`config.mk`:
```
export PLATFORM = sky130hd
export DESIGN_NAME = soc_io
export DESIGN_NICKNAME = d
export VERILOG_FILES = /design/src/hw/soc_io_pkg.sv /design/src/hw/io_bus_decode.sv /design/src/hw/io_out_regs.sv /design/src/hw/kbd_fifo.sv /design/src/hw/soc_io.sv
export SDC_FILE = /design/constraint.sdc
export NUM_CORES = 1
export LEC_CHECK = 0
export ABC_AREA = 0
export BUFFER_PORTS_ARGS = -buffer_cell sky130_fd_sc_hd__buf_2
export CORE_UTILIZATION = 30
export CTS_BUF_LIST = sky130_fd_sc_hd__clkbuf_16
export CTS_CLUSTER_DIAMETER = 50
export DETAILED_ROUTE_END_ITERATION = 8
export PLACE_DENSITY_LB_ADDON = 0.05
export SYNTH_ARGS = -nofsm -noshare
export SYNTH_HDL_FRONTEND = slang
export SYNTH_SLANG_ARGS = --single-unit
```
`constraint.sdc`:
```
create_clock -name clk -period 6.4 [get_ports clk]
set_clock_uncertainty 0.1 [all_clocks]
set_input_delay 0.64 -clock clk [delete_from_list [all_inputs] [get_ports clk]]
set_output_delay 0.64 -clock clk [all_outputs]
set_load 0.005 [all_outputs]
```
`src/hw/soc_io_pkg.sv`:
```
//**************************************************************************
// Address map, bus types and sizes shared by the peripheral I/O block.
// Import into a module body; module ports use scoped names.
//**************************************************************************

package soc_io_pkg;

    // Bus and payload widths
    typedef logic [31:0] addr_t;
    typedef logic [31:0] word_t;
    typedef logic [7:0]  byte_t;
    typedef logic [63:0] usb_report_t;

    // Peripheral region in addr[31:28]
    localparam logic [3:0] REGION_PERIPH = 4'h2;

    // Device select in addr[15:12]
    localparam logic [3:0] DEV_DISPLAY = 4'h1;
    localparam logic [3:0] DEV_UART    = 4'h2;
    localparam logic [3:0] DEV_USB     = 4'h4;
    localparam logic [3:0] DEV_KBD     = 4'h5;

    // Register offsets in addr[11:0]
    localparam logic [11:0] OFS_DATA   = 12'd0;
    localparam logic [11:0] OFS_STATUS = 12'd4;
    localparam logic [11:0] OFS_LSW    = 12'd8;

    // Keyboard queue sizing
    localparam int KBD_FIFO_ADDR_LEN = 5;
    typedef logic [KBD_FIFO_ADDR_LEN-1:0] kbd_ptr_t;
    typedef logic [KBD_FIFO_ADDR_LEN:0]   kbd_count_t;
    localparam kbd_count_t KBD_FIFO_DEPTH = kbd_count_t'(1 << KBD_FIFO_ADDR_LEN);

    typedef struct packed {
        addr_t addr;
        logic  we;
        word_t wdata;
    } cpu_bus_t;

    typedef struct packed {
        logic display_wr;
        logic uart_tx;
        logic uart_rx;
        logic kbd_pop;
    } io_strobe_t;

    typedef struct packed {
        byte_t rx_data;
        logic  busy;
        logic  valid;
    } uart_in_t;

endpackage

```
`src/hw/io_bus_decode.sv`:
```
//**************************************************************************
// Combinational decoder for the peripheral region. Raises one strobe per
// matching access and muxes the read data back in the same cycle.
//**************************************************************************

`timescale 1ns/100ps

module io_bus_decode (
    input  soc_io_pkg::cpu_bus_t    bus_i,
    input  soc_io_pkg::uart_in_t    uart_i,
    input  soc_io_pkg::usb_report_t usb_report_i,
    input  logic                    usb_valid_i,
    input  logic                    kbd_not_empty_i,
    input  soc_io_pkg::byte_t       kbd_code_i,
    output soc_io_pkg::io_strobe_t  strobe_o,
    output soc_io_pkg::word_t       rdata_o
);
    import soc_io_pkg::*;

    logic        periph;
    logic [3:0]  dev;
    logic [11:0] ofs;

    assign periph = (bus_i.addr[31:28] == REGION_PERIPH);
    assign dev    = bus_i.addr[15:12];
    assign ofs    = bus_i.addr[11:0];

    // Strobes
    always_comb begin
        strobe_o = '0;
        if (periph) begin
            if (bus_i.we) begin
                case (dev)
                    DEV_DISPLAY: begin
                        // Any offset inside the display page
                        strobe_o.display_wr = 1'b1;
                    end
                    DEV_UART: begin
                        strobe_o.uart_tx = (ofs == OFS_DATA);
                    end
                    DEV_KBD: begin
                        // Emptiness is checked inside the queue
                        strobe_o.kbd_pop = (ofs == OFS_DATA);
                    end
                    default: begin
                        strobe_o = '0;
                    end
                endcase
            end else if ((dev == DEV_UART) && (ofs == OFS_DATA)) begin
                // Reading the rx byte acknowledges it to the UART core
                strobe_o.uart_rx = 1'b1;
            end
        end
    end

    // Read data mux, zero for anything unmapped
    always_comb begin
        rdata_o = '0;
        if (periph && !bus_i.we) begin
            case (dev)
                DEV_UART: begin
                    if (ofs == OFS_DATA) begin
                        rdata_o = {24'd0, uart_i.rx_data};
                    end else if (ofs == OFS_STATUS) begin
                        rdata_o = {30'd0, uart_i.valid, uart_i.busy};
                    end
                end
                DEV_USB: begin
                    if (ofs == OFS_DATA) begin
                        rdata_o = {31'd0, usb_valid_i};
                    end else if (ofs == OFS_STATUS) begin
                        // High word sits at offset 4
                        rdata_o = usb_report_i[63:32];
                    end else if (ofs == OFS_LSW) begin
                        rdata_o = usb_report_i[31:0];
                    end
                end
                DEV_KBD: begin
                    if (ofs == OFS_DATA) begin
                        rdata_o = {31'd0, kbd_not_empty_i};
                    end else if (ofs == OFS_STATUS) begin
                        rdata_o = {24'd0, kbd_code_i};
                    end
                end
                default: begin
                    rdata_o = '0;
                end
            endcase
        end
    end

endmodule

```
`src/hw/io_out_regs.sv`:
```
//**************************************************************************
// Display register and the registered UART write/read pulses. Strobes
// from the decoder take effect on the next clock edge.
//**************************************************************************

`timescale 1ns/100ps

module io_out_regs (
    input  logic                   clk,
    input  logic                   reset_i,
    input  soc_io_pkg::io_strobe_t strobe_i,
    input  soc_io_pkg::word_t      wdata_i,
    output soc_io_pkg::byte_t      display_o,
    output logic                   uart_wr_o,
    output logic                   uart_rd_o,
    output soc_io_pkg::byte_t      uart_tx_data_o
);

    // Display and UART pulse control
    always_ff @(posedge clk) begin
        if (reset_i) begin
            display_o <= '0;
            uart_wr_o <= 1'b0;
            uart_rd_o <= 1'b0;
        end else begin
            if (strobe_i.display_wr) begin
                display_o <= wdata_i[7:0];
            end
            // Strobes last a single bus cycle, so the pulses do too
            uart_wr_o <= strobe_i.uart_tx;
            uart_rd_o <= strobe_i.uart_rx;
        end
    end

    // Transmit byte, valid alongside uart_wr_o
    always_ff @(posedge clk) begin
        if (strobe_i.uart_tx) begin
            uart_tx_data_o <= wdata_i[7:0];
        end
    end

endmodule

```
`src/hw/kbd_fifo.sv`:
```
//**************************************************************************
// PS/2 keyboard code queue. Strobed codes are pushed one cycle after
// sampling; a pop dequeues the next cycle and updates code_o after another.
//**************************************************************************

`timescale 1ns/100ps

module kbd_fifo (
    input  logic              clk,
    input  logic              reset_i,
    input  soc_io_pkg::byte_t code_i,
    input  logic              code_strobe_i,
    input  logic              pop_i,
    output logic              not_empty_o,
    output soc_io_pkg::byte_t code_o
);
    import soc_io_pkg::*;

    byte_t      mem [0:KBD_FIFO_DEPTH-1];
    kbd_ptr_t   wr_ptr;
    kbd_ptr_t   rd_ptr;
    kbd_count_t count;

    logic  push_q;
    byte_t push_code_q;
    logic  deq_q;
    byte_t head_q;
    logic  load_q;

    logic full;
    logic can_pop;

    // Count a push already in flight so a back-to-back strobe cannot overfill
    assign full = (count == KBD_FIFO_DEPTH) ||
                  (push_q && (count == KBD_FIFO_DEPTH - 1'b1));

    // Same idea for a dequeue already in flight
    assign can_pop = (count != '0) && !(deq_q && (count == kbd_count_t'(1)));

    assign not_empty_o = (count != '0);

    always_ff @(posedge clk) begin
        if (reset_i) begin
            push_q <= 1'b0;
            deq_q  <= 1'b0;
            load_q <= 1'b0;
            wr_ptr <= '0;
            rd_ptr <= '0;
            count  <= '0;
            code_o <= '0;
        end else begin
            push_q <= code_strobe_i && !full;
            deq_q  <= pop_i && can_pop;
            load_q <= deq_q;

            if (push_q) begin
                wr_ptr <= wr_ptr + 1'b1;
            end
            if (deq_q) begin
                rd_ptr <= rd_ptr + 1'b1;
            end

            case ({push_q, deq_q})
                2'b10: begin
                    count <= count + 1'b1;
                end
                2'b01: begin
                    count <= count - 1'b1;
                end
                default: begin
                    count <= count;
                end
            endcase

            if (load_q) begin
                code_o <= head_q;
            end
        end
    end

    // Storage and data staging
    always_ff @(posedge clk) begin
        if (code_strobe_i) begin
            push_code_q <= code_i;
        end
        if (push_q) begin
            mem[wr_ptr] <= push_code_q;
        end
        if (deq_q) begin
            head_q <= mem[rd_ptr];
        end
    end

endmodule

```
`src/hw/soc_io.sv`:
```
//**************************************************************************
// Peripheral I/O block top level. An external master drives the bus each
// cycle and reads rdata_o combinationally; the UART core sits outside.
//**************************************************************************

`timescale 1ns/100ps

module soc_io (
    input  logic                    clk,
    input  logic                    reset_i,

    // Bus master side
    input  soc_io_pkg::cpu_bus_t    bus_i,
    output soc_io_pkg::word_t       rdata_o,

    output soc_io_pkg::byte_t       display_o,

    // External UART core
    output logic                    uart_wr_o,
    output logic                    uart_rd_o,
    output soc_io_pkg::byte_t       uart_tx_data_o,
    input  soc_io_pkg::uart_in_t    uart_i,

    // USB HID report
    input  soc_io_pkg::usb_report_t usb_report_i,
    input  logic                    usb_valid_i,

    // PS/2 keyboard
    input  soc_io_pkg::byte_t       kbd_code_i,
    input  logic                    kbd_strobe_i
);
    import soc_io_pkg::*;

    io_strobe_t strobe;
    logic       kbd_not_empty;
    byte_t      kbd_code;

    io_bus_decode u_decode (
        .bus_i           (bus_i),
        .uart_i          (uart_i),
        .usb_report_i    (usb_report_i),
        .usb_valid_i     (usb_valid_i),
        .kbd_not_empty_i (kbd_not_empty),
        .kbd_code_i      (kbd_code),
        .strobe_o        (strobe),
        .rdata_o         (rdata_o)
    );

    io_out_regs u_out_regs (
        .clk            (clk),
        .reset_i        (reset_i),
        .strobe_i       (strobe),
        .wdata_i        (bus_i.wdata),
        .display_o      (display_o),
        .uart_wr_o      (uart_wr_o),
        .uart_rd_o      (uart_rd_o),
        .uart_tx_data_o (uart_tx_data_o)
    );

    // Pop strobe goes straight in, the queue ignores it when empty
    kbd_fifo u_kbd_fifo (
        .clk           (clk),
        .reset_i       (reset_i),
        .code_i        (kbd_code_i),
        .code_strobe_i (kbd_strobe_i),
        .pop_i         (strobe.kbd_pop),
        .not_empty_o   (kbd_not_empty),
        .code_o        (kbd_code)
    );

endmodule

```
# After elaboration in Yosys (flattened, before gate mapping)
# Memories as Yosys holds them, arrays and structs flattened. A register that Yosys moved wholly into a read port is not among the register bits.
# Index checks and enable logic that the tools add are counted.
[classes] addsub=4 n_mul=0 div_mod_pow=0 n_lt_le_gt_ge=0 eq_ne=12 shifts=0 mux=20 n_bitwise=1 reduce_logical=15
[op_table] op="$mux W32" count=6
[op_table] op="$pmux W32 S3" count=1
[op_table] op="$eq A12 B3 Y1 const B" count=1
[op_table] op="$eq A12 B4 Y1 const B" count=1
[op_table] op="$logic_not A12 Y1" count=1
[op_table] op="$pmux W6 S2" count=1
[op_table] op="$add A5 B1 Y5 const B" count=2
[op_table] op="$eq A4 B2 Y1 const B" count=2
[op_table] op="$eq A4 B3 Y1 const B" count=2
[op_table] op="$mux W1" count=8
[op_table] op="$mux W8" count=1
[op_table] op="$logic_and A1 B1 Y1" count=7
[op_table] op="$add A6 B1 Y6 const B" count=1
[op_table] op="$eq A6 B1 Y1 const B" count=1
[op_table] op="$eq A6 B5 Y1 const B" count=1
[op_table] op="$eq A6 B6 Y1 const B" count=1
[op_table] op="$reduce_bool A6 Y1" count=1
[op_table] op="$sub A6 B1 Y6 const B" count=1
[op_table] op="$eq A4 B1 Y1 const B" count=1
[op_table] op="$mux W2" count=2
[op_table] op="$mux W4" count=1
[op_table] op="$logic_not A1 Y1" count=3
[op_table] op="$reduce_or A3 Y1" count=1
[op_table] op="$eq A2 B1 Y1 const B" count=1
[op_table] op="4 further kinds" count=4
[word_totals] ff_bits=53 latch_bits=0 ramBits=256 rom_bits=0 wordCells=65 n_memories=1
[mem_list] name="u_kbd_fifo.mem" words=32 word_bits=8 rd=1 rd_ports_with_merged_regs=1 write_ports=1 line="kbd_fifo.sv:19" source="byte_t mem [0:KBD_FIFO_DEPTH-1];"

# Longest topological paths before layout
[logic_depth] depth_word=6 depth_mapped=8 depth_no_buf=6

# Modules after synthesis
# From an unflattened synthesis, not the netlist that was laid out.
[hier_totals] hier_cells=734 area_unflattened_um2=13165.1
[by_module_without_submodules] module="kbd_fifo" instances=1 cells_each=559 area_per_inst_um2=11616.1 seq_area_each_um2=8708.4
[by_module_without_submodules] module="io_bus_decode" instances=1 cells_each=137 area_per_inst_um2=969.7 seq_area_each_um2=0.0
[by_module_without_submodules] module="io_out_regs" instances=1 cells_each=38 area_per_inst_um2=579.3 seq_area_each_um2=440.4

# Worst setup path before layout
# OpenSTA, ideal clock, no wires.
[synth_path] kind="input -> output" start="in bus_i[42] (netlist bit)" end="out rdata_o[0]" t_arrival_ns=2.399 t_required_ns=5.660 path_slack_ns=3.261 cell_stages=5 cell_sequence="or4_1 clkbuf_1 or2_2 or4_1 a31oi_1"
[synth_via] elab_chain_cells=6 word_cells_on_any_way=12 classes_between="eq/ne (2); mux (9); reduce/logical (1)"
[synth_lines] element="from (decl)" line="soc_io.sv:13" source="input soc_io_pkg::cpu_bus_t bus_i,"
[synth_lines] element="$eq A12 B4 Y1" line="io_bus_decode.sv:74" source="end else if (ofs == OFS_LSW) begin"
[synth_lines] element="$mux W32" line="io_bus_decode.sv:74"
[synth_lines] element="$mux W32" line="io_bus_decode.sv:71" source="end else if (ofs == OFS_STATUS) begin"
[synth_lines] element="$mux W32" line="io_bus_decode.sv:69" source="if (ofs == OFS_DATA) begin"
[synth_lines] element="$pmux W32 S3 (*)" line="io_bus_decode.sv:60" source="case (dev)"
[synth_lines] element="$mux W32 (*)" line="io_bus_decode.sv:59" source="if (periph && !bus_i.we) begin"
[synth_lines] element="to (decl)" line="soc_io.sv:14" source="output soc_io_pkg::word_t rdata_o,"
# Every way passes the cells marked *; elsewhere a longest branch is shown, timed or not.

# Worst setup path after layout
[layout_path] start="in bus_i[42] (netlist bit)" end="out rdata_o[10]"
[layout_via] elab_chain_cells=6 word_cells_on_any_way=8 classes_between="eq/ne (2); mux (5); reduce/logical (1)"
[layout_lines] element="$eq A12 B4 Y1" line="io_bus_decode.sv:74"
[layout_lines] element="$mux W32" line="io_bus_decode.sv:74"
[layout_lines] element="$mux W32" line="io_bus_decode.sv:71"
[layout_lines] element="$mux W32 (*)" line="io_bus_decode.sv:69"
[layout_lines] element="$pmux W32 S3 (*)" line="io_bus_decode.sv:60"
[layout_lines] element="$mux W32 (*)" line="io_bus_decode.sv:59"
# Marks and branches as above.

==> metrics <==
DPL Wire Length=22.55 mm; worst skew pair latency=540 ps; Avg Cell Area, Syn=16.36 µm²; mux contribution to synthesized area=0.1221; fraction of layout cells with a size suffix above 1=0.3088; Yosys warnings=0; final worst setup slack=2420 ps; Yosys top cell area share=0.6450; PnR Total Power=4629 µW; simple-gate share of the synthesized area=0.07305; # fillers=4126; GRT Total Usage=0.1559; Reg-to-Reg End=u_kbd_fifo.head_q[0]; die area=0.04429 mm²; crit-path max FO=24; Final #Nets=1124; number of flops mapped to enable cells by yosys=280; xor/xnor cell area share of the yosys netlist=0.008063; NetSw=976.3 µW; root buf cell=clkbuf_16; Worst Path Buf+Inv=2; Initial DRT Pass Iterations=4; Fmax=251.3 MHz; slew margin rel.=0.2385; Leakage=0.005176 µW; # resized after CTS=0; Clock power frac=0.478; Post-Syn Area=0.01304 mm²; CP Capture Type=output port; PD cells=293.4 mW/mm²; Hold Path Depth=1; first-pass GRT wire length=50.43 mm; Worst R2R Path Depth=4; CP Launch Type=input pin; Final Critical Period=3980 ps; cts bufs inserted=41; first-iteration detailed-routing DRC count=365; CP peak stage delay=1010 ps; maximum vdd drop=0.1933 mV; status=complete, no violations; Slowest-stage cell, CP=nor4_4; Setup Slack @ Placement=2417 ps; Worst R2R Setup Slack=3340 ps; Placeable Area=0.04298 mm²; Worst Hold End=u_kbd_fifo.push_code_q[7]; Syn Inst Count=797; row count=76; Hold Fails Final Rpt=0; Most used DFF post-synth=edfxtp_1; synthesized-area fraction occupied by adder cells=0.009599; Int Power=3653 µW; initial antenna violation count=1; CP delay by family, top=simple AND/OR/NAND/NOR gates; Worst EP arrival=3240 ps; fin util=0.3671; commonest cells after routing, fill and taps aside=edfxtp_1, buf_2, nor2_1, mux2i_1, mux4_2; Yosys reg bits=317; Worst Hold Slack=180.1 ps; wire length per cell=21.76 µm; max cap viols=0; Hold WC Path Type=in -> reg; Comb pwr share=0.030; die height=210.4 µm; Synth cell types=51; RSZ-0062 raised after global routing=false; antenna fix cells=0; clk buf depth=3; Placer Congestion=0.7629; hold buffers post-CTS=0; Port-buffer cells=164; Sw Share=0.2109; largest net degree at the start of global routing=48; Period Utilization, post-route=0.6219; vias in the first global route=7782; sequential area share after synthesis=0.7019; clock-pin slew on the worst setup and hold paths=60 ps; asr flop ratio synth=0; post-CTS setup buffer count=0; vias=7509; top cells by area, synth=edfxtp_1, mux4_2, dfxtp_1; Reg power frac=0.493; Final setup viols=0; compound-gate portion of the synthesized area=0.06614; CTS H-Tree Depth=2; Via-to-Cell Ratio=4.765; remaining routing DRC violations=0; Least-Margin Pin Slew=1134 ps; total negative setup slack=0 ps; commonest non-fill, non-tap cell in the layout=edfxtp_1; Synth area leader=edfxtp_1; R2R Path Start=u_kbd_fifo.rd_ptr[1]; CTS tree=yes; syn_nets=958; Slew Limit Fails=0; final wirelength=34.29 mm; Synth-to-Final Area Change=21.05%; Starting Density=0.3033; Antenna Nets Post-Route=0; CP Class=in -> out; critical-path cell list=buf_2 > or4_1 > nor4_4 > a22oi_1 > nor2_1 > buf_2; CP dominant cell by count=buf_2; min-delay src=kbd_code_i[7]; # IOs=201; largest family of logic cells by synthesized area=multiplexers; grt ovf=0; Worst Path Required=5660 ps; Die Wd=210.4 µm; clock sinks=317
[synthesized netlist by cell type (all sizes together) (4+ instances only)]
master	number
o21ai	4
a21oi	12
or4	6
a22oi	32
buf	19
a21o	6
nor2b	8
xor2	7
xnor2	5
mux2i	51
nand2	13
edfxtp	280
or3b	5
nor4	8
nand3b	4
mux4	48
ha	10
clkbuf	34
dfxtp	37
inv	8
a22o	8
or3	6
o22ai	8
o221ai	8
a32o	6
a211oi	17
o2bb2ai	6
nor3	13
nor2	93
[registers in the layout, summed over array words and instances (netlist names)]
signal / count
u_out_regs.uart_wr_o: 1
u_kbd_fifo.count: 6
u_kbd_fifo.head_q: 8
u_kbd_fifo.rd_ptr: 5
u_kbd_fifo.wr_ptr: 5
u_kbd_fifo.load_q: 1
u_kbd_fifo.mem: 256
u_kbd_fifo.push_code_q: 8
u_kbd_fifo.push_q: 1
u_kbd_fifo.code_o: 8
u_out_regs.display_o: 8
u_kbd_fifo.deq_q: 1
u_out_regs.uart_rd_o: 1
u_out_regs.uart_tx_data_o: 8
[worst register-to-register path, cell delays in order (launching register included)]
cell,delay (ps)
dfxtp_4,850
buf_4,590
mux4_2,600
a211oi_1,570
a21oi_1,80
[routing by layer]
metal	GRT usage	vias to the layer above	share of wire
met5	0	-	0
met4	0.06797	0	0.034
met3	0.02741	53	0.052
met2	0.2699	234	0.49
met1	0.1906	3709	0.42
li1	-	3513	-
[area by class of cell]
| type | instances | area [µm²] | share of cell area |
|---|---|---|---|
| Tap cell | 585 | 732.0 | 0.04639 |
| Inverter | 8 | 30.03 | 0.001903 |
| Multi-Input combinational cell | 419 | 3650 | 0.2313 |
| Clock inverter | 30 | 275.3 | 0.01745 |
| Timing Repair Buffer | 176 | 910.9 | 0.05773 |
| Clock buffer | 41 | 1026 | 0.06502 |
| Sequential cell | 317 | 9155 | 0.5802 |
[power groups by stage]
stage	clock, µW	combinational [µW]	sequential [µW]
2_1_floorplan	0	34.9	2340
3_3_place_gp	0	142	2320
5_1_grt	2360	152	2280
4_1_cts	2290	143	2280
3_5_place_dp	0	142	2320
6_report	2210	137	2280
[metrics by stage]
step,std cells,instance area [µm²]
after floorplan,797,13040
after global placement,1505,14480
after detailed placement,1505,14480
after CTS,1576,15780
after global routing,1576,15780
final,1576,15780
[cells by family (layout without fill, tap and decap cells)]
family / count (synthesis) / count (layout)
AOI/OAI and AO/OA: 115 / 115
buffers and inverters: 61 / 255
adders and majority gates: 10 / 10
muxes: 99 / 99
and+or+nand+nor: 183 / 183
DFF: 317 / 317
xor gates and xnor gates: 12 / 12
[worst max path at each step]
stage,startpoint,to,slack (ps),cells past startpoint
after floorplan,bus_i[42],rdata_o[0],3260,5
after global placement,bus_i[42],rdata_o[22],2380,6
after detailed placement,bus_i[42],rdata_o[8],2420,6
after CTS,bus_i[42],rdata_o[8],2410,6
after global routing,bus_i[42],rdata_o[8],2290,6
final,bus_i[42],rdata_o[10],2420,6
Power figures use the tool's default switching activity.
